$ cat src/txq_macros.svh
`ifndef TXQ_MACROS_SVH
`define TXQ_MACROS_SVH

// Address and memory geometry.
`define TXQ_ADDR_W      16
`define TXQ_RAM_WORDS   256
`define TXQ_RAM_AW      8

// Transmit ring layout.
`define TXQ_RING_DESCS  16
`define TXQ_IDX_W       4
`define TXQ_RING_BASE   16'h0040  // Byte address of descriptor 0.
`define TXQ_DESC_BYTES  16

// Legacy descriptor command bits in word 2.
`define TXQ_CMD_RS      27
`define TXQ_CMD_IDE     31

// Status word fields.
`define TXQ_STAT_RS     16
`define TXQ_STAT_IDE    17

`endif

$ cat src/txq_pkg.sv
`include "txq_macros.svh"

package txq_pkg;

	typedef logic [31:0] desc_word_t;
	typedef logic [`TXQ_ADDR_W-1:0] byte_addr_t;
	typedef logic [`TXQ_RAM_AW-1:0] ram_idx_t;
	typedef logic [`TXQ_IDX_W-1:0] ring_idx_t;
	typedef logic [1:0] beat_cnt_t;

	// IDE and RS in bits 17:16, local address in 15:0.
	typedef logic [31:0] tx_status_t;

	typedef enum logic [2:0] {
		S_IDLE,
		S_FETCH_ADDR,
		S_FETCH_DATA,
		S_PROCESS,
		S_CHECK_RS,
		S_WRITE_STROBE,
		S_WRITE_ACK,
		S_REPORT
	} tx_eng_state_t;

endpackage

$ cat src/tx_ring_ctrl.sv
`timescale 1ns/100ps
`include "txq_macros.svh"

module tx_ring_ctrl (
	input  logic                aclk,
	input  logic                aresetn,

	input  logic                tail_we,
	input  txq_pkg::ring_idx_t  tail_wdata,
	input  logic                irq_clr,

	output txq_pkg::ring_idx_t  head,
	output txq_pkg::ring_idx_t  tail,
	output logic                irq,

	output txq_pkg::byte_addr_t cmd_addr,
	output logic                cmd_valid,
	input  logic                cmd_ready,

	input  txq_pkg::tx_status_t stat_data,
	input  logic                stat_valid,
	output logic                stat_ready
);

	logic outstanding;
	logic cmd_fire;
	logic stat_fire;
	txq_pkg::ring_idx_t head_next;

	assign stat_ready = 1'b1;

	assign cmd_fire = cmd_valid && cmd_ready;
	assign stat_fire = stat_valid && stat_ready;

	assign cmd_valid = (head != tail) && !outstanding;

	assign cmd_addr = txq_pkg::byte_addr_t'(`TXQ_RING_BASE)
		+ txq_pkg::byte_addr_t'(head) * txq_pkg::byte_addr_t'(`TXQ_DESC_BYTES);

	assign head_next = (head == txq_pkg::ring_idx_t'(`TXQ_RING_DESCS - 1))
		? '0 : head + 1'b1;

	// Head and the outstanding flag move together so the next
	// command sees the advanced head.
	always_ff @(posedge aclk or negedge aresetn) begin
		if (!aresetn) begin
			head <= '0;
			outstanding <= 1'b0;
		end else if (stat_fire) begin
			head <= head_next;
			outstanding <= 1'b0;
		end else if (cmd_fire) begin
			outstanding <= 1'b1;
		end
	end

	always_ff @(posedge aclk or negedge aresetn) begin
		if (!aresetn)
			tail <= '0;
		else if (tail_we)
			tail <= tail_wdata;
	end

	always_ff @(posedge aclk or negedge aresetn) begin
		if (!aresetn)
			irq <= 1'b0;
		else if (irq_clr)
			irq <= 1'b0;  // Clear beats a same-cycle set.
		else if (stat_fire && stat_data[`TXQ_STAT_IDE])
			irq <= 1'b1;
	end

endmodule

$ cat config.mk
export PLATFORM = sky130hd
export DESIGN_NAME = tx_ring_ctrl
export DESIGN_NICKNAME = d
export VERILOG_FILES = /design/src/txq_pkg.sv /design/src/tx_ring_ctrl.sv
export VERILOG_INCLUDE_DIRS = /design/src
export SDC_FILE = /design/constraint.sdc
export NUM_CORES = 1
export LEC_CHECK = 0
export ABC_AREA = 0
export BUFFER_PORTS_ARGS = -buffer_cell sky130_fd_sc_hd__buf_2
export CAP_MARGIN = 20
export CORE_MARGIN = 2
export CORE_UTILIZATION = 32
export DETAILED_ROUTE_END_ITERATION = 10
export GPL_ROUTABILITY_DRIVEN = 0
export HOLD_SLACK_MARGIN = 0.12
export PLACE_DENSITY_LB_ADDON = 0.08
export SETUP_SLACK_MARGIN = 0.5
export SKIP_CTS_REPAIR_TIMING = 1
export SLEW_MARGIN = 30
export SYNTH_ARGS = -nofsm -noshare
export SYNTH_HDL_FRONTEND = slang
export SYNTH_SLANG_ARGS = --single-unit
$ cat constraint.sdc
create_clock -name aclk -period 1.4 [get_ports aclk]
set_input_delay 0.28 -clock aclk [delete_from_list [all_inputs] [get_ports aclk]]
set_output_delay 0.28 -clock aclk [all_outputs]
set_load 0.005 [all_outputs]
After elaboration in Yosys (flattened, before gate mapping):

Index checks and enable logic that the tools add are counted.

* add/sub/neg operators: 2
* equal/unequal tests: 2
* mux-type cells: 5
* reduce and logical (&&, ||, !) cells: 6

Operators with widths (number)
* $add 7x8->9 const A: 1
* $add 4x1->4 const B: 1
* $eq 4x4->1 const B: 1
* $mux 1: 4
* $mux 4: 1
* $ne 4x4->1: 1
* $reduce_bool 2->1: 2
* $logic_and 1x1->1: 3
* $logic_not 1->1: 1

* register bits: 10
* input port bits: 42
* output and inout bits: 27

Logic depth before layout (Yosys ltp):

Gate-level depths: netlist (run 1).

* depth in word-level cells: 5
* depth in mapped cells: 4
* depth with buffers taken out: 3

Least setup slack after synthesis (run 1):

No wires, ideal clock.

* path type: reg-to-output
* from: reg head[0]
* to: out cmd_valid
* arrival time: 0.956 ns
* data required time: 1.120 ns
* path slack: 0.164 ns
* stages on the path, launching flop included: 4
* buffers on the path: 0
* cell sequence: dfrtp_1 > xor2_1 > nor4_2 > nor2_1

* word-level cells in the longest chain between the ends: 2

RTL lines
* start: declaration: line tx_ring_ctrl.sv:12 `output txq_pkg::ring_idx_t head,`
* start signal: assignment: line tx_ring_ctrl.sv:50 `head <= head_next;`
* $ne 4x4->1: line tx_ring_ctrl.sv:35 `assign cmd_valid = (head != tail) && !outstanding;`
* $logic_and 1x1->1: line tx_ring_ctrl.sv:35
* end: declaration: line tx_ring_ctrl.sv:17 `output logic cmd_valid,`

No other way between the ends.

Worst setup path after layout (run 1):

* from: reg tail[1]
* to: out cmd_valid

* word-level cells in the longest chain between the ends: 2

RTL lines
* start: declaration: line tx_ring_ctrl.sv:13 `output txq_pkg::ring_idx_t tail,`
* start signal: assignment: line tx_ring_ctrl.sv:61 `tail <= tail_wdata;`
* $ne 4x4->1: line tx_ring_ctrl.sv:35
* $logic_and 1x1->1: line tx_ring_ctrl.sv:35

No other way between the ends.

==> results of run 1 <==
## metrics by stage
stage	power (W)	TNS, ns
final	0.001479	-0.2893
after global routing	0.001619	-0.4760
after CTS	0.001295	-0.3234
after detailed placement	0.001029	0
after global placement	0.001020	0
after floorplan	0.0007976	0
## kinds of logic (layout without fill, tap and decap cells)
| group | after synthesis | count (layout) |
|---|---|---|
| buffers and inverters | 18 | 39 |
| AND/OR/NAND/NOR | 11 | 11 |
| flip-flops | 10 | 10 |
| multiplexers | 7 | 7 |
| AO/OA/AOI/OAI | 4 | 4 |
| XOR/XNOR | 4 | 4 |
| adder cells (fa/ha/maj) | 2 | 2 |
| other | 2 | 12 |
## worst max-delay path, delay by kind of cell, from the launching register on
family | cells | cell delay [ns]
xor gates and xnor gates | 1 | 0.17
buffers and inverters | 1 | 0.13
and+or+nand+nor | 2 | 0.42
DFF | 1 | 0.39
## layer usage
metal / vias to the layer above / routed length (um) / GRT usage [%]
met5: - / 0 / 0
met4: 0 / 0 / 5.000
met3: 0 / 81 / 2.642
met2: 24 / 533 / 15.41
met1: 205 / 511 / 16.55
li1: 222 / - / -
## cells in the final DEF, fill, tap and decap left out, drive strengths merged
master / count
a21oi: 1
and2: 1
buf: 31
clkbuf: 4
conb: 12
dfrtp: 10
dlygate4sd3: 1
ha: 2
inv: 3
mux2: 6
mux2i: 1
nand2: 1
nand2b: 2
nand3: 1
nor2: 3
nor2b: 1
nor4: 1
o21ai: 1
o22ai: 2
or2b: 1
xor2: 4
## Yosys cell counts, drive strengths merged
master and number:
mux2i 1, nand2 1, nand3 1, nand2b 2
inv 3, nor4 1, nor2 3, dfrtp 10
mux2 6, a21oi 1, or2b 1, xor2 4
buf 15, o22ai 2, nor2b 1, and2 1
ha 2, conb 2, o21ai 1
## worst paths after layout
check	cells after the start	endpoint	slack [ns]	from
min reg2reg	2	irq$_DFFE_PN0P_	0.49	irq$_DFFE_PN0P_
min in group asynchronous	2	tail[3]$_DFFE_PN0P_	0.41	aresetn
max reg2reg	4	head[2]$_DFFE_PN0P_	0.24	head[0]$_DFFE_PN0P_
max	4	cmd_valid	-0.24	tail[1]$_DFFE_PN0P_
min	2	irq$_DFFE_PN0P_	0.17	irq_clr
max in group asynchronous	2	head[2]$_DFFE_PN0P_	0.79	aresetn
## cell type report
type,instances,area (um^2)
well taps,25,31.28
clock buffers,4,36.28
inverters,3,11.26
flip-flops and latches,10,252.7
repair buffers,32,222.7
fillers,168,875.8
multi-input cells,40,315.3
## power by group through the flow
stage / clock network [W] / logic [W] / registers [W]
floorplan: 0 / 0.000324 / 0.000474
global placement: 0 / 0.000602 / 0.000419
detailed placement: 0 / 0.000607 / 0.000422
CTS: 0.000261 / 0.000619 / 0.000415
global route: 0.000286 / 0.000905 / 0.000429
finish: 0.000249 / 0.000812 / 0.000418
## sequential cells by signal, indices dropped and copies added, names as in the netlist
name	cells
outstanding	1
tail	4
head	4
irq	1
==> results.ini, run 1 <==
[routing]
first_pass_iters=2
via_count=451
postRouteAntennaNets=0
routedWlPerCell_um=9.868
drtIter0Drc=3
drt-vias-per-instance=3.956
drt-total-wl_um=1125
drc=0

[logic_synthesis]
yosysSeqAreaShare_pct=41.41
syn_area_um2=604.3
synth_top_area_share_pct=41.41
synth_seq_cells=10
synth_area_leader_cell=dfrtp_1
synthSimpleGateAreaFrac_pct=10.77
yosys.area_share.xor_xnor_pct=5.797
synth_area_leaders=dfrtp_1 41%, buf_4 17%, mux2_2 11%, xor2_1 5.8%, ha_1 4.1%
synth_top_family_by_area=buffers and inverters
syn_avg_cell_area_um2=10.42
synthCells=58
ys_warn_count=0
synth_compound_area_share_pct=3.727
synth-adder-area-share_pct=4.141
synth_cell_type_count=20
synth.area.mux_share_pct=12.84

[timing]
fin_skew_ns=0.001904
post-route-period-util_pct=116.9
finalHoldViolCount=0
layout_setup_ws_ns=-0.2364
maxSlewViolCount=0
rsz0062_at_grt=true
setup_viol=2
clock.fmax_mhz=611.1
hold_slack_ns=0.1715
layout_min_cycle_time_ns=1.636

[global_routing]
grt_usage_pct=11.19
overflow=0
grt_pass1_wl_um=1738
grt_max_degree=11
grt_pass1_vias=410
antenna_found_initial=0

[power]
p_leak_nw=0.4530
swShare_pct=32.01
p_switching_w=0.0004735
power_density_nw_per_um2=1701
p_seq_share_pct=28.3
power_frac_comb_pct=54.9
ir_drop_mv=0.7068
internal-power_w=0.001006
clockPowerShare_pct=16.8

[setup_path]
startpoint_type=flip-flop
max_stage_delay_ns=0.39
end_kind=output port
arrival_ns=1.36
cp_slowest_cell=dfrtp_1
crit_chain=xor2_1, nor4_2, nor2_1, buf_2
path_class=flip-flop to output port
crit_fanout=2
critical_path_required_ns=1.12

[placed_design]
place_inst=108
hpwl_um=857.9
dpl_cell_area_um2=740.7
io_buffers=25
pre_cts_ws_ns=0.03676

[finish]
design_area_um2=869.6
area_delta_synth_final_pct=43.89
antennaDiodeCount=0
finalNonFillerCells=114
finalNetCount=134
fin_util_pct=49.82
drive_gt1_share_pct=53.93

[clock_network]
clk_pin_slew_worst_paths_ns=0.06
h-tree-depth=1
ctsLongestPathBuffers=2
clk_latency_ns=0.26
cts_tree=yes
cts.sinks=10
cts_root_buf=clkbuf_4
cts_buffers=3

[floorplan]
core_um2=1745
die_h_um=47.46
die_w_um=47.46
start_util_pct=34.62
rows=15
die-area_um2=2252
io_pins=69

[min_path]
min_path_type=input port to flip-flop

[flow_run]
maxCapViolations=0

[outcome]
outcome=finished, violations left
failed_checks=negative setup slack

(Power assumes the default switching activity.)
==> run 2, diff against run 1 <==
--- a/config.mk
+++ b/config.mk
@@ -6,16 +6,15 @@
 export SDC_FILE = /design/constraint.sdc
 export NUM_CORES = 1
 export LEC_CHECK = 0
-export ABC_AREA = 0
+export ABC_AREA = 1
 export BUFFER_PORTS_ARGS = -buffer_cell sky130_fd_sc_hd__buf_2
 export CAP_MARGIN = 20
-export CORE_MARGIN = 2
 export CORE_UTILIZATION = 32
 export DETAILED_ROUTE_END_ITERATION = 10
 export GPL_ROUTABILITY_DRIVEN = 0
 export HOLD_SLACK_MARGIN = 0.12
 export PLACE_DENSITY_LB_ADDON = 0.08
-export SETUP_SLACK_MARGIN = 0.5
+export SETUP_SLACK_MARGIN = 0.3
 export SKIP_CTS_REPAIR_TIMING = 1
 export SLEW_MARGIN = 30
 export SYNTH_ARGS = -nofsm -noshare
==> results.ini, run 2 <==
[timing]
setup_tns_ns=-0.2178
post-route-period-util_pct=106.6
layout_setup_ws_ns=-0.09279
fin_skew_ns=0.0003525
layout_min_cycle_time_ns=1.493
finalHoldViolCount=0
maxSlewViolCount=0
setup_viol=3
rsz0062_at_grt=true
clock.fmax_mhz=669.9

[logic_synthesis]
ys.flop_type=dfrtp_1
yosys.area_share.xor_xnor_pct=0
synth_area_leader_cell=dfrtp_1
synth_edf_count=0
synth_area_leaders=dfrtp_1 41%, buf_4 17%, nand2_1 12%, a21oi_1 5.0%, o21ai_0 5.0%
synth_compound_area_share_pct=11.00
synth-adder-area-share_pct=4.149
synth_cell_type_count=15
synthCells=77
synth-async-reset-ratio_pct=100.0
syn_area_um2=603.1
synthTopCellsByCount=19 x nand2_1, 14 x buf_4, 10 x dfrtp_1
ys_warn_count=0
synthSimpleGateAreaFrac_pct=18.46
synth_top_area_share_pct=41.49
synth_seq_cells=10
synth_top_family_by_area=buffers and inverters
synth.area.mux_share_pct=0
syn_avg_cell_area_um2=7.832
yosysSeqAreaShare_pct=41.49
yosysMostFrequentCell=nand2_1

[clock_network]
clk_latency_ns=0.26
cts_buffers=3
h-tree-depth=1
cts_root_buf=clkbuf_4
ctsLongestPathBuffers=2
cts_tree=yes
clk_pin_slew_worst_paths_ns=0.07
cts.sinks=10

[routing]
drt-vias-per-instance=4.105
postRouteAntennaNets=0
via_count=546
routedWlPerCell_um=8.451
drtIter0Drc=3
first_pass_iters=2
drt-total-wl_um=1124
drc=0

[power]
power_w=0.001355
p_leak_nw=0.4451
ir_drop_mv=0.6268
power_density_nw_per_um2=1695

[finish]
final_cell_mix=24 x buf_2, 16 x nand2_1, 12 x conb_1
drive_gt1_share_pct=47.22
design_area_um2=799.5
finalNetCount=153
finalNonFillerCells=133
mostFrequentLayoutCell=buf_2
area_delta_synth_final_pct=32.57
antennaDiodeCount=0
top_regs=head x4, tail x4

[global_routing]
grt_usage_pct=12.14
grt_pass1_vias=376
overflow=0
grt_pass1_wl_um=1635
antenna_found_initial=0
grt_max_degree=11

[floorplan]
die_h_um=45.41
die-area_um2=2062
core_um2=1745
start_util_pct=34.55
io_pins=69
rows=15
die_w_um=45.41

[setup_path]
arrival_ns=1.21
max_stage_delay_ns=0.42
path_class=flip-flop to output port
crit_fanout=4
critical_path.top_delay_family=flip-flops
end_kind=output port
startpoint_type=flip-flop
crit_buf_inv=2
critical_path_required_ns=1.12
cp_slowest_cell=dfrtp_1
crit_chain=buf_4, ha_1, buf_2

[flow_run]
maxCapViolations=0

[placed_design]
hpwl_um=883.4
pre_cts_ws_ns=0.1823
dpl_cell_area_um2=691.9
io_buffers=25
place_inst=123

[outcome]
failed_checks=negative setup slack
outcome=finished, violations left

[min_path]
min_path_type=input port to flip-flop

run 2: routing by layer:
layer,GRT usage (%),up-vias,routed length (um)
li1,-,280,-
met1,15.96,236,524
met2,15.71,26,512
met3,4.762,4,61
met4,9.091,0,26
met5,0,-,0
run 2: kinds of logic (layout without fill, tap and decap cells):
| group | after synthesis | count (layout) |
|---|---|---|
| flip-flops | 10 | 10 |
| AO/OA/AOI/OAI | 13 | 13 |
| other | 2 | 12 |
| AND/OR/NAND/NOR | 26 | 26 |
| buffers and inverters | 24 | 45 |
| adder cells (fa/ha/maj) | 2 | 2 |
run 2: power by group:
part | internal (W) | total [W] | switching (W)
clock network | 0.000158 | 0.000265 | 0.000107
registers | 0.000365 | 0.000450 | 0.0000847
logic | 0.000343 | 0.000641 | 0.000297
total | 0.000866 | 0.00136 | 0.000489
run 2: cell type report:
cell class,instances,area (um^2)
clock buffers,4,36.28
fillers,193,945.9
inverters,10,37.54
multi-input cells,53,257.7
flip-flops and latches,10,254.0
well taps,25,31.28
repair buffers,31,182.7
run 2: through the flow:
stage / util [%] / hold WS (ns)
final: 45.81 / 0.1653
after detailed placement: 39.64 / 0.1573
after global placement: 39.64 / 0.1562
after global routing: 45.81 / 0.1535
after floorplan: - / -0.01559
after CTS: 41.72 / -0.1314
run 2: worst paths after layout:
path                                  endpoint  slack [ns]  depth (start not counted)                start
max in group asynchronous  head[0]$_DFFE_PN0P_        0.79                          2              aresetn
max                                cmd_addr[7]       -0.09                          3  head[3]$_DFFE_PN0P_
max reg2reg                head[3]$_DFFE_PN0P_        0.22                          6  head[1]$_DFFE_PN0P_
min reg2reg                    irq$_DFFE_PN0P_        0.52                          2      irq$_DFFE_PN0P_
min in group asynchronous  head[3]$_DFFE_PN0P_        0.40                          2              aresetn
min                            irq$_DFFE_PN0P_        0.17                          2              irq_clr
