### src/txq_macros.svh
`ifndef TXQ_MACROS_SVH
`define TXQ_MACROS_SVH

// Address and memory geometry.
`define TXQ_ADDR_W      16
`define TXQ_RAM_WORDS   256
`define TXQ_RAM_AW      8

// Transmit ring layout.
`define TXQ_RING_DESCS  16
`define TXQ_IDX_W       4
`define TXQ_RING_BASE   16'h0040  // Byte address of descriptor 0.
`define TXQ_DESC_BYTES  16

// Legacy descriptor command bits in word 2.
`define TXQ_CMD_RS      27
`define TXQ_CMD_IDE     31

// Status word fields.
`define TXQ_STAT_RS     16
`define TXQ_STAT_IDE    17

`endif

### src/txq_pkg.sv
`include "txq_macros.svh"

package txq_pkg;

	typedef logic [31:0] desc_word_t;
	typedef logic [`TXQ_ADDR_W-1:0] byte_addr_t;
	typedef logic [`TXQ_RAM_AW-1:0] ram_idx_t;
	typedef logic [`TXQ_IDX_W-1:0] ring_idx_t;
	typedef logic [1:0] beat_cnt_t;

	// IDE and RS in bits 17:16, local address in 15:0.
	typedef logic [31:0] tx_status_t;

	typedef enum logic [2:0] {
		S_IDLE,
		S_FETCH_ADDR,
		S_FETCH_DATA,
		S_PROCESS,
		S_CHECK_RS,
		S_WRITE_STROBE,
		S_WRITE_ACK,
		S_REPORT
	} tx_eng_state_t;

endpackage

### src/desc_mem_if.sv
`timescale 1ns/100ps
`include "txq_macros.svh"

interface desc_mem_if;

	txq_pkg::byte_addr_t araddr;
	logic arvalid;
	logic arready;

	txq_pkg::desc_word_t rdata;
	logic rlast;
	logic rvalid;
	logic rready;

	txq_pkg::byte_addr_t awaddr;  // Address and data form one write beat.
	txq_pkg::desc_word_t wdata;
	logic wvalid;
	logic wready;

	modport engine (
		output araddr, arvalid, rready, awaddr, wdata, wvalid,
		input  arready, rdata, rlast, rvalid, wready
	);

	modport ram (
		input  araddr, arvalid, rready, awaddr, wdata, wvalid,
		output arready, rdata, rlast, rvalid, wready
	);

endinterface

### src/tx_engine.sv
`timescale 1ns/100ps
`include "txq_macros.svh"

module tx_engine (
	input  logic                aclk,
	input  logic                aresetn,

	input  txq_pkg::byte_addr_t cmd_addr,
	input  logic                cmd_valid,
	output logic                cmd_ready,

	output txq_pkg::tx_status_t stat_data,
	output logic                stat_valid,
	input  logic                stat_ready,

	desc_mem_if.engine          mem
);

	txq_pkg::tx_eng_state_t state;
	txq_pkg::tx_eng_state_t state_next;

	txq_pkg::byte_addr_t local_addr;
	txq_pkg::beat_cnt_t fetch_cnt;
	txq_pkg::desc_word_t desc_dw [4];

	logic desc_rs;
	logic desc_ide;
	logic wvalid_q;
	logic cmd_fire;
	logic r_fire;
	logic w_fire;

	assign cmd_fire = cmd_valid && cmd_ready;
	assign r_fire = mem.rvalid && mem.rready;
	assign w_fire = mem.wvalid && mem.wready;

	assign desc_rs = desc_dw[2][`TXQ_CMD_RS];
	assign desc_ide = desc_dw[2][`TXQ_CMD_IDE];

	assign cmd_ready = (state == txq_pkg::S_IDLE);
	assign stat_valid = (state == txq_pkg::S_REPORT);

	assign mem.araddr = local_addr;
	assign mem.arvalid = (state == txq_pkg::S_FETCH_ADDR);
	assign mem.rready = (state == txq_pkg::S_FETCH_DATA);

	// Word 3 sits 12 bytes into the descriptor.
	assign mem.awaddr = local_addr + txq_pkg::byte_addr_t'(`TXQ_DESC_BYTES - 4);
	assign mem.wdata = {desc_dw[3][31:4], 3'b000, 1'b1};  // DD set, LC and EC clear.
	assign mem.wvalid = wvalid_q;

	always_comb begin
		stat_data = '0;
		stat_data[`TXQ_STAT_IDE] = desc_ide;
		stat_data[`TXQ_STAT_RS] = desc_rs;
		stat_data[`TXQ_ADDR_W-1:0] = local_addr;
	end

	always_ff @(posedge aclk) begin
		if (cmd_fire)
			local_addr <= cmd_addr;
	end

	always_ff @(posedge aclk or negedge aresetn) begin
		if (!aresetn) begin
			fetch_cnt <= '0;
		end else if (r_fire) begin
			if (mem.rlast)
				fetch_cnt <= '0;
			else
				fetch_cnt <= fetch_cnt + 1'b1;
		end
	end

	// Beats land in order, word 0 first.
	always_ff @(posedge aclk) begin
		if (r_fire)
			desc_dw[fetch_cnt] <= mem.rdata;
	end

	always_ff @(posedge aclk or negedge aresetn) begin
		if (!aresetn)
			state <= txq_pkg::S_IDLE;
		else
			state <= state_next;
	end

	always_comb begin
		state_next = state;
		case (state)
			txq_pkg::S_IDLE: begin
				if (cmd_valid)
					state_next = txq_pkg::S_FETCH_ADDR;
			end
			txq_pkg::S_FETCH_ADDR: begin
				if (mem.arready)
					state_next = txq_pkg::S_FETCH_DATA;
			end
			txq_pkg::S_FETCH_DATA: begin
				if (r_fire && mem.rlast)
					state_next = txq_pkg::S_PROCESS;
			end
			txq_pkg::S_PROCESS: begin
				state_next = txq_pkg::S_CHECK_RS;
			end
			txq_pkg::S_CHECK_RS: begin
				if (desc_rs)
					state_next = txq_pkg::S_WRITE_STROBE;
				else
					state_next = txq_pkg::S_REPORT;
			end
			txq_pkg::S_WRITE_STROBE: begin
				state_next = txq_pkg::S_WRITE_ACK;
			end
			txq_pkg::S_WRITE_ACK: begin
				if (!wvalid_q || mem.wready)  // Beat taken here or earlier.
					state_next = txq_pkg::S_REPORT;
			end
			txq_pkg::S_REPORT: begin
				if (stat_ready)
					state_next = txq_pkg::S_IDLE;
			end
			default: begin
				state_next = txq_pkg::S_IDLE;
			end
		endcase
	end

	// Raised on entry to the strobe state, held until the RAM takes it.
	always_ff @(posedge aclk or negedge aresetn) begin
		if (!aresetn)
			wvalid_q <= 1'b0;
		else if (state == txq_pkg::S_CHECK_RS && desc_rs)
			wvalid_q <= 1'b1;
		else if (w_fire)
			wvalid_q <= 1'b0;
	end

endmodule

### src/flat_wrapper.sv
// flat-port wrapper written by rule: the top's interface ports become plain ports
module tx_engine_flat 
  (aclk, aresetn, cmd_addr, cmd_valid, cmd_ready, stat_data, stat_valid, stat_ready, mem_araddr, mem_arvalid, mem_rready, mem_awaddr, mem_wdata, mem_wvalid, mem_arready, mem_rdata, mem_rlast, mem_rvalid, mem_wready);
  desc_mem_if mem_i ();
  input  logic aclk;
  input  logic aresetn;
  input  txq_pkg::byte_addr_t cmd_addr;
  input  logic cmd_valid;
  output logic cmd_ready;
  output txq_pkg::tx_status_t stat_data;
  output logic stat_valid;
  input  logic stat_ready;
  output wire logic [$bits(mem_i.araddr)-1:0] mem_araddr;
  output wire logic [$bits(mem_i.arvalid)-1:0] mem_arvalid;
  output wire logic [$bits(mem_i.rready)-1:0] mem_rready;
  output wire logic [$bits(mem_i.awaddr)-1:0] mem_awaddr;
  output wire logic [$bits(mem_i.wdata)-1:0] mem_wdata;
  output wire logic [$bits(mem_i.wvalid)-1:0] mem_wvalid;
  input wire logic [$bits(mem_i.arready)-1:0] mem_arready;
  input wire logic [$bits(mem_i.rdata)-1:0] mem_rdata;
  input wire logic [$bits(mem_i.rlast)-1:0] mem_rlast;
  input wire logic [$bits(mem_i.rvalid)-1:0] mem_rvalid;
  input wire logic [$bits(mem_i.wready)-1:0] mem_wready;
  assign mem_araddr = mem_i.araddr;
  assign mem_arvalid = mem_i.arvalid;
  assign mem_rready = mem_i.rready;
  assign mem_awaddr = mem_i.awaddr;
  assign mem_wdata = mem_i.wdata;
  assign mem_wvalid = mem_i.wvalid;
  assign mem_i.arready = mem_arready;
  assign mem_i.rdata = mem_rdata;
  assign mem_i.rlast = mem_rlast;
  assign mem_i.rvalid = mem_rvalid;
  assign mem_i.wready = mem_wready;
  tx_engine u_core (.aclk(aclk), .aresetn(aresetn), .cmd_addr(cmd_addr), .cmd_valid(cmd_valid), .cmd_ready(cmd_ready), .stat_data(stat_data), .stat_valid(stat_valid), .stat_ready(stat_ready), .mem(mem_i));
endmodule
### config.mk
export PLATFORM = sky130hd
export DESIGN_NAME = tx_engine_flat
export DESIGN_NICKNAME = d
export VERILOG_FILES = /design/src/txq_pkg.sv /design/src/desc_mem_if.sv /design/src/tx_engine.sv /design/src/flat_wrapper.sv
export VERILOG_INCLUDE_DIRS = /design/src
export SDC_FILE = /design/constraint.sdc
export NUM_CORES = 1
export LEC_CHECK = 0
export BUFFER_PORTS_ARGS = -buffer_cell sky130_fd_sc_hd__buf_4
export CORE_MARGIN = 1
export CORE_UTILIZATION = 37
export DETAILED_ROUTE_END_ITERATION = 8
export PLACE_DENSITY = 0.75
export SYNTH_ARGS = -nofsm -noshare
export SYNTH_HDL_FRONTEND = slang
export SYNTH_SLANG_ARGS = --single-unit
### constraint.sdc
create_clock -name aclk -period 1.8 [get_ports aclk]
set_input_delay 0.09 -clock aclk [delete_from_list [all_inputs] [get_ports aclk]]
set_output_delay 0.09 -clock aclk [all_outputs]
set_load 0.05 [all_outputs]
## Yosys cells after proc, flatten, opt, wreduce, memory -nomap -nowiden

Memory sizes are Yosys's and may differ from the RTL's.
Index checks and enable logic that the tools add are counted.

| operators by class | value |
|---|---|
| add/sub/neg operators | 2 |
| equal/unequal tests | 12 |
| multiplexer cells | 12 |
| reduce and logical (&&, ||, !) cells | 10 |

Operators by type and width:

| kind | number |
|---|---|
| 3-bit case mux with 8 select lines | 1 |
| 16-bit by 4-bit adder with 16-bit output (second input constant) | 1 |
| 3-bit two-way mux | 5 |
| 3-bit == test (second input constant) | 4 |
| 3-bit by 2-bit == test with 1-bit output (second input constant) | 2 |
| 2-bit by 1-bit inequality test with 1-bit output (second input constant) | 3 |
| 1-bit logical AND | 5 |
| 5-bit AND reduction | 1 |
| 1-bit two-way mux | 4 |
| 2-bit two-way mux | 2 |
| 2-bit inequality test (second input constant) | 2 |
| 3-bit by 1-bit == test with 1-bit output (second input constant) | 1 |
| 3-bit zero test | 1 |
| 2-bit by 1-bit adder with 2-bit output (second input constant) | 1 |
| 2-bit nonzero test | 1 |
| 1-bit zero test | 1 |
| 1-bit logical OR | 1 |

| storage, ports and cells | value |
|---|---|
| register bits after elaboration | 22 |
| RAM bits | 128 |
| input bits | 56 |
| output and inout port bits | 101 |
| word-level logic and storage cells | 41 |
| memories | 1 |

Memories:

| name | words | width | rd ports | clocked after memory_dff | wr ports | RTL line | text |
|---|---|---|---|---|---|---|---|
| u_core.desc_dw | 4 | 32 | 2 | 0 | 1 | tx_engine.sv:24 | `txq_pkg::desc_word_t desc_dw [4];` |

## Logic depth before layout (Yosys ltp)

Gate-level depths: netlist of the first run.

| logic depth | value |
|---|---|
| word-level depth | 5 |
| depth in mapped cells | 4 |
| depth with buffers taken out | 4 |

## Worst setup path before layout of the first run

Ideal clock, no wire load.

| timing path | value |
|---|---|
| path type | register -> register |
| start point | register u_core.state[1] |
| end point | register u_core.local_addr[0], in the netlist u_core.mem.araddr[0], enable pin |
| library setup time | 0.374 ns |
| arrival | 2.318 ns |
| required time | 1.426 ns |
| setup slack | -0.892 ns |
| cell stages (with the launch flop) | 4 |
| path buffers | 1 |
| clock period less this slack | 2.692 ns |
| path through | dfrtp_1 clkbuf_1 nor3_1 and2_1 |

| on the way | value |
|---|---|
| longest elaborated chain between the ends | 2 |

Ends and longest elaborated chain:

| element | RTL line | text |
|---|---|---|
| start: declaration | tx_engine.sv:19 | `txq_pkg::tx_eng_state_t state;` |
| start signal: assignment | tx_engine.sv:83 | `state <= txq_pkg::S_IDLE;` |
| start signal: assignment | tx_engine.sv:85 | `state <= state_next;` |
| 3-bit zero test | tx_engine.sv:40 | `assign cmd_ready = (state == txq_pkg::S_IDLE);` |
| net cmd_ready | flat_wrapper.sv:9 | `output logic cmd_ready;` |
| 1-bit logical AND | tx_engine.sv:33 | `assign cmd_fire = cmd_valid && cmd_ready;` |
| net u_core.cmd_fire | tx_engine.sv:29 | `logic cmd_fire;` |
| end signal: assignment | tx_engine.sv:61 | `local_addr <= cmd_addr;` |
| end: declaration | tx_engine.sv:22 | `txq_pkg::byte_addr_t local_addr;` |

The timed path passes the listed nets, and every way through them passes these cells.
A chain may end at the register's enable or synchronous reset.

## Worst setup path after layout of the first run

| timing path | value |
|---|---|
| start point | register u_core.local_addr[2], in the netlist u_core.mem.araddr[2] |
| end point | output mem_awaddr[12] |

| on the way | value |
|---|---|
| longest elaborated chain between the ends | 1 |

Ends and longest elaborated chain:

| element | RTL line | text |
|---|---|---|
| 16-bit by 4-bit adder with 16-bit output | tx_engine.sv:48 | `` assign mem.awaddr = local_addr + txq_pkg::byte_addr_t'(`TXQ_DESC_BYTES - 4); `` |
| end: declaration | flat_wrapper.sv:16 | `output wire logic [$bits(mem_i.awaddr)-1:0] mem_awaddr;` |

Every way passes these cells.

==> results of run 1 <==
[Yosys cell counts (3+ instances only)]
cell type  instances  share of area
edfxtp_1          46           0.60
buf_4             36           0.12
xor2_1             8          0.030
inv_1              7          0.011
nor2_1             7          0.011
dfrtp_1            6          0.065
nor3_1             4         0.0086
xnor2_1            4          0.015
and3_1             3         0.0081
ha_1               3          0.016
nand2_1            3         0.0049
nor3b_1            3         0.0097
nor4_2             3          0.016
[metal layers]
layer	vias up	part of all wire
li1	907	-
met2	87	0.60
met3	4	0.067
met5	-	0
met4	0	0.0061
met1	910	0.33
[stage by stage]
| stage | utilization | total power, µW | hold slack (ns) |
|---|---|---|---|
| after floorplan | - | 2340 | -0.206 |
| after global placement | 0.587 | 2630 | -0.0986 |
| after detailed placement | 0.587 | 2660 | -0.0981 |
| after CTS | 0.692 | 3410 | 0.0516 |
| after global routing | 0.720 | 3600 | 0.0785 |
| final | 0.720 | 3430 | 0.0630 |
[logic make-up after synthesis]
group / share of synthesized area
muxes: 0.00918
DFF: 0.661
and+or+nand+nor: 0.100
AOI/OAI and AO/OA: 0.0308
xor gates and xnor gates: 0.0454
adders and majority gates: 0.0162
other: 0.00324
buffers and inverters: 0.133
[power groups by stage]
stage | logic [µW] | registers (µW) | clock network, µW
global route | 1370 | 1480 | 744
global placement | 1140 | 1500 | 0
detailed placement | 1160 | 1500 | 0
CTS | 1250 | 1480 | 678
floorplan | 721 | 1620 | 0
finish | 1290 | 1470 | 665
[sequential cells by signal, indices dropped and copies added (netlist names)]
signal,count
u_core.mem.wvalid,1
u_core.state,3
u_core.desc_dw,30
u_core.mem.araddr,16
u_core.fetch_cnt,2
[area by class of cell]
type | instances | area share
flip-flops and latches | 52 | 0.355
clock buffers | 5 | 0.0159
well taps | 75 | 0.0217
clock inverters | 3 | 0.00493
inverters | 7 | 0.00783
repair buffers | 212 | 0.404
multi-input cells | 80 | 0.190
[what timing repair did]
item | in CTS | in global routing
cloned | 0 | 0
resized for setup | 7 | 16
hold buffers | 45 | 0
setup endpoints to repair | 9 | 11
hold endpoints to repair | 52 | 0
setup buffers | 8 | 13
pin swaps | 5 | 8
[worst max path at each step]
| stage | start | end | slack (ns) | cells after the start |
|---|---|---|---|---|
| 6_report | u_core.mem.araddr[2] | mem_awaddr[12] | -0.07 | 5 |
| 5_1_grt | u_core.mem.araddr[2] | mem_awaddr[12] | -0.15 | 5 |
| 4_1_cts | u_core.mem.araddr[2] | mem_awaddr[14] | -0.08 | 5 |
| 3_5_place_dp | u_core.mem.araddr[2] | mem_awaddr[10] | 0.15 | 5 |
| 3_3_place_gp | u_core.mem.araddr[2] | mem_awaddr[10] | 0.23 | 5 |
| 2_1_floorplan | u_core.mem.araddr[2] | mem_awaddr[12] | -0.42 | 4 |
[tightest hold or removal path: stages]
cell,delay (ns)
buf_4,0.11
nand3_1,0.06
o21ai_0,0.07
==> results_dict.tcl, run 1 <==
set metrics [dict create \
    cts_htree_levels 2 \
    die-area_um2 6580 \
    start_util 0.387 \
    drive_gt1_frac 0.582 \
    num_rows 28 \
    core-area_um2 5990 \
    synth-seq-cells 52 \
    ant_nets 0 \
    stdcell_count 434 \
    hold_violations 0 \
    post-route-period-util 1.04 \
    failed_checks "negative setup slack" \
    worst_r2r_path_depth 2 \
    path_cells "clkinvlp_4, ha_4, nor4_4, xor2_4, buf_8" \
    cts_tree "yes" \
    cp_max_fo 5 \
    r2r_end "u_core.desc_dw[3][19]" \
    syn_to_final_growth_pct 86.3 \
    most-common-layout-cells "158 x buf_4, 46 x edfxtp_1, 45 x dlygate4sd3_1, 18 x conb_1, 7 x buf_6" \
    p_leak_uw 0.00187 \
    slowest_delay_ns 0.42 \
    num_io_pins 157 \
    swShare 0.362 \
    rrSetupSlack_ns 0.34 \
    hpwl_mm 4.02 \
    min_period_ns 1.87 \
    critPathArrivalTime_ns 1.78 \
    grt_max_degree 29 \
    fp.dieH_um 81.1 \
    gp_congestion 0.759 \
    ys.warnings.count 0 \
    drt_iter0_markers 66 \
    drc 0 \
    clk_latency_ns 0.30 \
    powerDensity_nw_per_um2 795 \
    min_delay_path_depth 3 \
    setup_violations 1 \
    switching_power_uw 1240 \
    multi_input_area_um2 821 \
    gr-usage-met1 0.192 \
    clk_path_buf_depth 2 \
    grt_overflow 0 \
    grt_use_total 0.186 \
    n_fill_cell 423 \
    synth_ff_type "edfxtp_1" \
    n_antenna_cell 0 \
    synth_cells 162 \
    path_class "reg -> out" \
    status "finished, violations left" \
    final_area_um2 4320 \
    top_usage_layer "met2" \
    worst-path-buf-inv 2 \
    fmax_ghz 0.534 \
    post_drt_wl_per_cell_um 14.3 \
    p_seq_frac 0.429 \
    critPathCaptureType "primary output" \
    grt_setup_unrepaired "yes" \
    root_buffer "clkbuf_8" \
    grtUsageMet3 0.0517 \
    worstPathRequired_ns 1.71 \
    grt_pass1_vias 1809 \
    cap_violations 0 \
    cts_sinks 52 \
    place_area_um2 3520 \
    final_common_cell "buf_4" \
    nNetsFinal 417 \
    synth_edf_count 46 \
    antenna_found_initial 0 \
    crit_slowest_cell "edfxtp_1" \
    cts_buffers 5 \
    dp_slack_ns 0.150 \
    netlist_area_um2 2320 \
    ys_seq_area_frac 0.661 \
    yosys.cell_types.count 35 \
    async_flop_share 0.115 \
    fin_tns_setup_ns -0.0714 \
    cp-start-kind "register" \
    dp.cells 360 \
    firstDrtPassIters 4 \
    die_w_um 81.1 \
    grt_pass1_wl_mm 8.86 \
    setup_ws_ns -0.0714 \
    num_vias 1908 \
    hold_start "mem_rvalid" \
    internal_power_uw 2190 \
    finalWirelength_mm 6.22 \
    grtUsageMet2 0.366 \
    finClkSkew_ns 0.0115 \
    register_area_um2 1530 \
    p_clk_frac 0.194 \
    drv_slew 0 \
    irDropWorstVdd_uv 762 \
    holdCritPathClass "in -> reg" \
    port_buffers 134 \
    syn_avg_cell_area_um2 14.3 \
    clkTransAtPathRegs_ns 0.09 \
    via_per_inst 4.40 \
    r2r_start "u_core.state[0]" \
    crit_family "flip-flops" \
    share_comb_of_total_power 0.377 \
    worstHoldEndpoint "u_core.fetch_cnt[0]" \
]
Note: power is estimated with default switching activity, not from simulation.
==> run 2, diff against run 1 <==
BUFFER_PORTS_ARGS = not set   (was -buffer_cell sky130_fd_sc_hd__buf_4)
CORE_UTILIZATION = 45   (was 37)
DONT_BUFFER_PORTS = 1   (was not set)
PLACE_DENSITY = not set   (was 0.75)
==> run 2 against run 1 <==
  * The run still ends with negative setup slack left
  * Critical path depth grew 1
  * Via count shrank 23%
  * Final cell count shrank 28%
  * Wire length shrank 22%
  * Final area shrank 18%
  * Non-clock buffer count shrank 114
  * Combinational power shrank 12%
  * Die area shrank 17%
  * First-iteration DRC count shrank 74%
  * Utilization grew 1.4 points
  * Count of clock-buffer cells in the layout is the same
  * Sequential power is essentially flat
==> results_dict.tcl, run 2 (same netlist as run 1, synthesis figures left out) <==
set metrics [dict create \
    grt_use_total 0.178 \
    num_rows 25 \
    dp_slack_ns 0.197 \
    fp.dieH_um 73.7 \
    cp_max_fo 6 \
    grtUsageMet3 0.0672 \
    clkTransAtPathRegs_ns 0.10 \
    grt_setup_unrepaired "yes" \
    p_leak_uw 0.00136 \
    post_drt_wl_per_cell_um 15.5 \
    grt_max_degree 29 \
    most-common-layout-cells "47 x dlygate4sd3_1, 46 x edfxtp_1, 37 x buf_4, 18 x conb_1, 10 x buf_12" \
    cap_violations 0 \
    path_class "reg -> out" \
    fin_tns_setup_ns -0.247 \
    die_w_um 73.7 \
    cts_buffers 5 \
    place_area_um2 2830 \
    syn_to_final_growth_pct 53.6 \
    setup_violations 8 \
    grt_pass1_wl_mm 6.99 \
    grtUsageMet2 0.334 \
    drc 0 \
    powerDensity_nw_per_um2 932 \
    status "finished, violations left" \
    finalWirelength_mm 4.85 \
    drv_slew 0 \
    drt_iter0_markers 17 \
    ant_nets 0 \
    max_slew_margin 0.643 \
    start_util 0.478 \
    core-area_um2 4850 \
    die-area_um2 5440 \
    p_seq_frac 0.454 \
    finalHoldWorstSlack_ns 0.0252 \
    fin_total_pwr_uw 3320 \
    hold_violations 0 \
    irDropWorstVdd_uv 847 \
    nNetsFinal 303 \
    cts_htree_levels 2 \
    num_vias 1476 \
    p_clk_frac 0.207 \
    holdCritPathClass "in -> reg" \
    gp_congestion 0.740 \
    top_usage_layer "met2" \
    fmax_ghz 0.538 \
    clk_latency_ns 0.30 \
    critPathCaptureType "primary output" \
    grt_pass1_vias 1498 \
    top_register "u_core.desc_dw" \
    largest_register_ff_count 30 \
    cts_sinks 52 \
    gr-usage-met1 0.175 \
    switching_power_uw 1220 \
    critPathArrivalTime_ns 1.77 \
    grt_overflow 0 \
    min_period_ns 1.86 \
    cp-start-kind "register" \
    final_common_cell "dlygate4sd3_1" \
    antenna_found_initial 0 \
    hpwl_mm 3.29 \
    drive_gt1_frac 0.371 \
    worstPathRequired_ns 1.71 \
    port_buffers 0 \
    firstDrtPassIters 4 \
    cts_tree "yes" \
    post-route-period-util 1.03 \
    internal_power_uw 2100 \
    failed_checks "negative setup slack" \
    setup_ws_ns -0.0597 \
    num_io_pins 157 \
    root_buffer "clkbuf_8" \
    n_antenna_cell 0 \
    final_area_um2 3560 \
    share_comb_of_total_power 0.340 \
    finClkSkew_ns 0.0115 \
    worst_pin_slew_ns 0.530 \
    clk_path_buf_depth 2 \
    via_per_inst 4.73 \
    swShare 0.367 \
]
==> run 2: cell count changes in the layout (fill, tap and decap cells not counted), moves of 2 or more <==
cell / previous run / this run
buf_4: 158 / 37
buf_12: 0 / 10
buf_6: 7 / 4
buf_8: 2 / 0
dlygate4sd3_1: 45 / 47
nor2_4: 3 / 1
xnor2_2: 3 / 1
xnor2_4: 1 / 3
==> run 2: worst paths after layout <==
path,from,to,slack (ns),depth (start not counted)
worst min register to register,u_core.fetch_cnt[1],u_core.fetch_cnt[1],0.56,1
worst max-delay path,u_core.mem.araddr[2],mem_awaddr[6],-0.06,6
min in group asynchronous,aresetn,u_core.fetch_cnt[1],0.08,1
worst max register to register,u_core.state[0],u_core.fetch_cnt[0],0.22,4
max in group asynchronous,aresetn,u_core.state[2],1.50,1
worst min-delay path,stat_ready,u_core.state[1],0.03,2
==> run 2: routing by layer <==
metal	share of wire	up-vias	routed length, µm
li1	-	675	-
met1	0.33	707	1600
met2	0.58	83	2800
met3	0.076	11	368
met4	0.016	0	79
met5	0	-	0
==> run 2: layout make-up <==
cell class	instances	area, µm²
well taps	67	83.8
clock inverters	3	28.8
flip-flops and latches	52	1530
multi-input cells	80	818
inverters	7	33.8
repair buffers	98	993
fillers	309	1290
clock buffers	5	68.8
==> run 2: power groups by stage <==
stage                     Combinational (µW)  Clock [µW]  Sequential [µW]
after floorplan                          721           0             1620
after global placement                   977           0             1520
after detailed placement                1000           0             1530
after CTS                               1100         702             1500
after global routing                    1190         756             1510
final                                   1130         686             1500
==> run 2: what timing repair did <==
action | 4_1_cts | 5_1_grt
endpoints found under the hold margin | 53 | 0
setup endpoints to repair | 8 | 9
resized for setup | 3 | 9
hold buffers | 47 | 0
setup buffers | 7 | 5
pin swaps | 2 | 4
==> run 2: metrics by stage <==
stage	utilization	instances
2_1_floorplan	-	178
3_3_place_gp	0.584	245
3_5_place_dp	0.584	245
4_1_cts	0.715	307
5_1_grt	0.734	312
6_report	0.734	312
==> run 2: worst max-delay path, stage by stage (launching register included) <==
cell	delay, ns
edfxtp_1	0.49
clkinvlp_4	0.17
ha_4	0.22
buf_4	0.15
nor2_4	0.12
xor2_4	0.17
buf_12	0.15
==> run 3, diff against run 2 <==
CORE_UTILIZATION = 40   (was 45)
clock period = 2.1 ns   (was 1.8 ns; I/O delays follow)
==> run 3 against run 2 <==
  * The run now ends clean
  * Register-to-register slack improved by 0.15 ns
  * Non-clock buffer count shrank 16
  * Via count down 1.6%
  * Final area fell by 7.0%
  * First-iteration DRC count is 71% higher
  * Combinational power shrank 29%
  * Power down 17%
  * Critical path depth down 1
  * Clock skew shrank 0.0072 ns
  * Setup slack gained 0.23 ns
  * Clock power shrank 16%
  * Worst hold slack improved by 0.0081 ns
  * Critical endpoint is now mem_awaddr[9]
  * Highest routed layer unchanged
==> results_dict.tcl, run 3 (same netlist as run 1, synthesis figures left out) <==
set metrics [dict create \
    worstHoldEndpoint "u_core.state[1]" \
    cts_tree "yes" \
    critPathCaptureType "primary output" \
    internal_power_uw 1730 \
    die_w_um 78.1 \
    most-common-layout-cells "47 x dlygate4sd3_1, 46 x edfxtp_1, 25 x buf_4, 18 x conb_1, 10 x buf_12" \
    irDropWorstVdd_uv 578 \
    drive_gt1_frac 0.279 \
    critPathArrivalTime_ns 1.83 \
    swShare 0.371 \
    post_drt_wl_per_cell_um 16.6 \
    core-area_um2 5540 \
    grt_setup_unrepaired "no" \
    r2r_start "u_core.state[2]" \
    share_comb_of_total_power 0.291 \
    fin_util 0.598 \
    clk_path_buf_depth 2 \
    num_vias 1453 \
    dp_slack_ns 0.415 \
    start_util 0.418 \
    worst_r2r_path_depth 4 \
    gr-usage-met1 0.154 \
    post_cts_buffers 0 \
    drv_slew 0 \
    cts_htree_levels 2 \
    switching_power_uw 1020 \
    antenna_found_initial 0 \
    hold_start "stat_ready" \
    largest_register_ff_count 30 \
    port_buffers 0 \
    via_per_inst 4.83 \
    fp.dieH_um 78.1 \
    p_leak_uw 0.00125 \
    root_buffer "clkbuf_8" \
    n_fill_cell 448 \
    finClkSkew_ns 0.00422 \
    grt_pass1_vias 1446 \
    n_antenna_cell 0 \
    cp_max_fo 4 \
    clkTransAtPathRegs_ns 0.10 \
    ant_nets 0 \
    cap_violations 0 \
    grtUsageMet2 0.319 \
    gp_congestion 0.790 \
    path_class "reg -> out" \
    p_clk_frac 0.209 \
    grt_use_total 0.164 \
    top_usage_layer "met2" \
    grt_overflow 0 \
    hold_violations 0 \
    finalWirelength_mm 4.99 \
    register_area_um2 1530 \
    powerDensity_nw_per_um2 830 \
    grtUsageMet3 0.0605 \
    min_delay_path_depth 2 \
    num_rows 27 \
    cts_sinks 52 \
    hpwl_mm 3.57 \
    min_period_ns 1.93 \
    rrSetupSlack_ns 0.37 \
    setup_violations 0 \
    max_slew_margin 0.570 \
    multi_input_area_um2 709 \
    nNetsFinal 287 \
    syn_to_final_growth_pct 42.9 \
    firstDrtPassIters 4 \
    fin_total_pwr_uw 2750 \
    p_seq_frac 0.500 \
    num_io_pins 157 \
    grt_pass1_wl_mm 7.34 \
    drc 0 \
    cp-start-kind "register" \
    dp.cells 246 \
    worst_pin_slew_ns 0.642 \
    setup_ws_ns 0.169 \
    final_common_cell "dlygate4sd3_1" \
    die-area_um2 6100 \
    finalHoldWorstSlack_ns 0.0333 \
    worstPathRequired_ns 2.00 \
    stdcell_count 301 \
    clk_latency_ns 0.30 \
    r2r_end "u_core.fetch_cnt[0]" \
    cts_buffers 5 \
    fmax_ghz 0.518 \
    grt_max_degree 24 \
    drt_iter0_markers 29 \
    holdCritPathClass "in -> reg" \
    status "completed" \
    top_register "u_core.desc_dw" \
    post-route-period-util 0.920 \
]
-- run 3: cell type report --
type | instances | area share
inverter | 7 | 0.00907
multi-input combinational | 80 | 0.214
timing repair buffer | 82 | 0.259
tap | 72 | 0.0272
clock inverter | 3 | 0.00680
clock buffer | 5 | 0.0208
sequential | 52 | 0.463
-- run 3: worst max-delay path, stage by stage (launching register included) --
cell,delay (ns)
edfxtp_1,0.38
buf_4,0.32
nor2_1,0.11
nor3b_1,0.34
xor2_2,0.22
buf_12,0.16
-- run 3: what timing repair did --
item | CTS | global route
hold buffers | 47 | 0
endpoints found under the hold margin | 53 | 0
resized for setup | 0 | 0
-- run 3: worst max path at each step --
stage | endpoint | from | cells past startpoint | slack [ns]
after floorplan | mem_awaddr[8] | u_core.mem.araddr[2] | 4 | -0.15
after CTS | mem_awaddr[9] | u_core.mem.araddr[3] | 5 | 0.14
after global placement | u_core.desc_dw[3][11] | u_core.state[2] | 3 | 0.47
after detailed placement | u_core.desc_dw[3][13] | u_core.state[2] | 3 | 0.41
final | mem_awaddr[9] | u_core.mem.araddr[3] | 5 | 0.17
after global routing | mem_awaddr[15] | u_core.mem.araddr[8] | 4 | 0.05
-- run 3: per-layer routing --
layer | routed length, µm | share of wire
met5 | 0 | 0
met4 | 62 | 0.012
met3 | 498 | 0.10
met2 | 2840 | 0.57
met1 | 1580 | 0.32
-- run 3: stage by stage --
step	TNS, ns	area [µm²]
detailed placement	0	2750
global placement	0	2750
global route	0	3310
finish	0	3310
CTS	0	3310
floorplan	-0.597	2550
-- run 3: power by group through the flow --
stage	registers [µW]	clock network (µW)	logic [µW]
floorplan	1390	0	601
global placement	1390	0	703
detailed placement	1400	0	722
CTS	1370	587	798
global route	1390	623	845
finish	1370	574	800
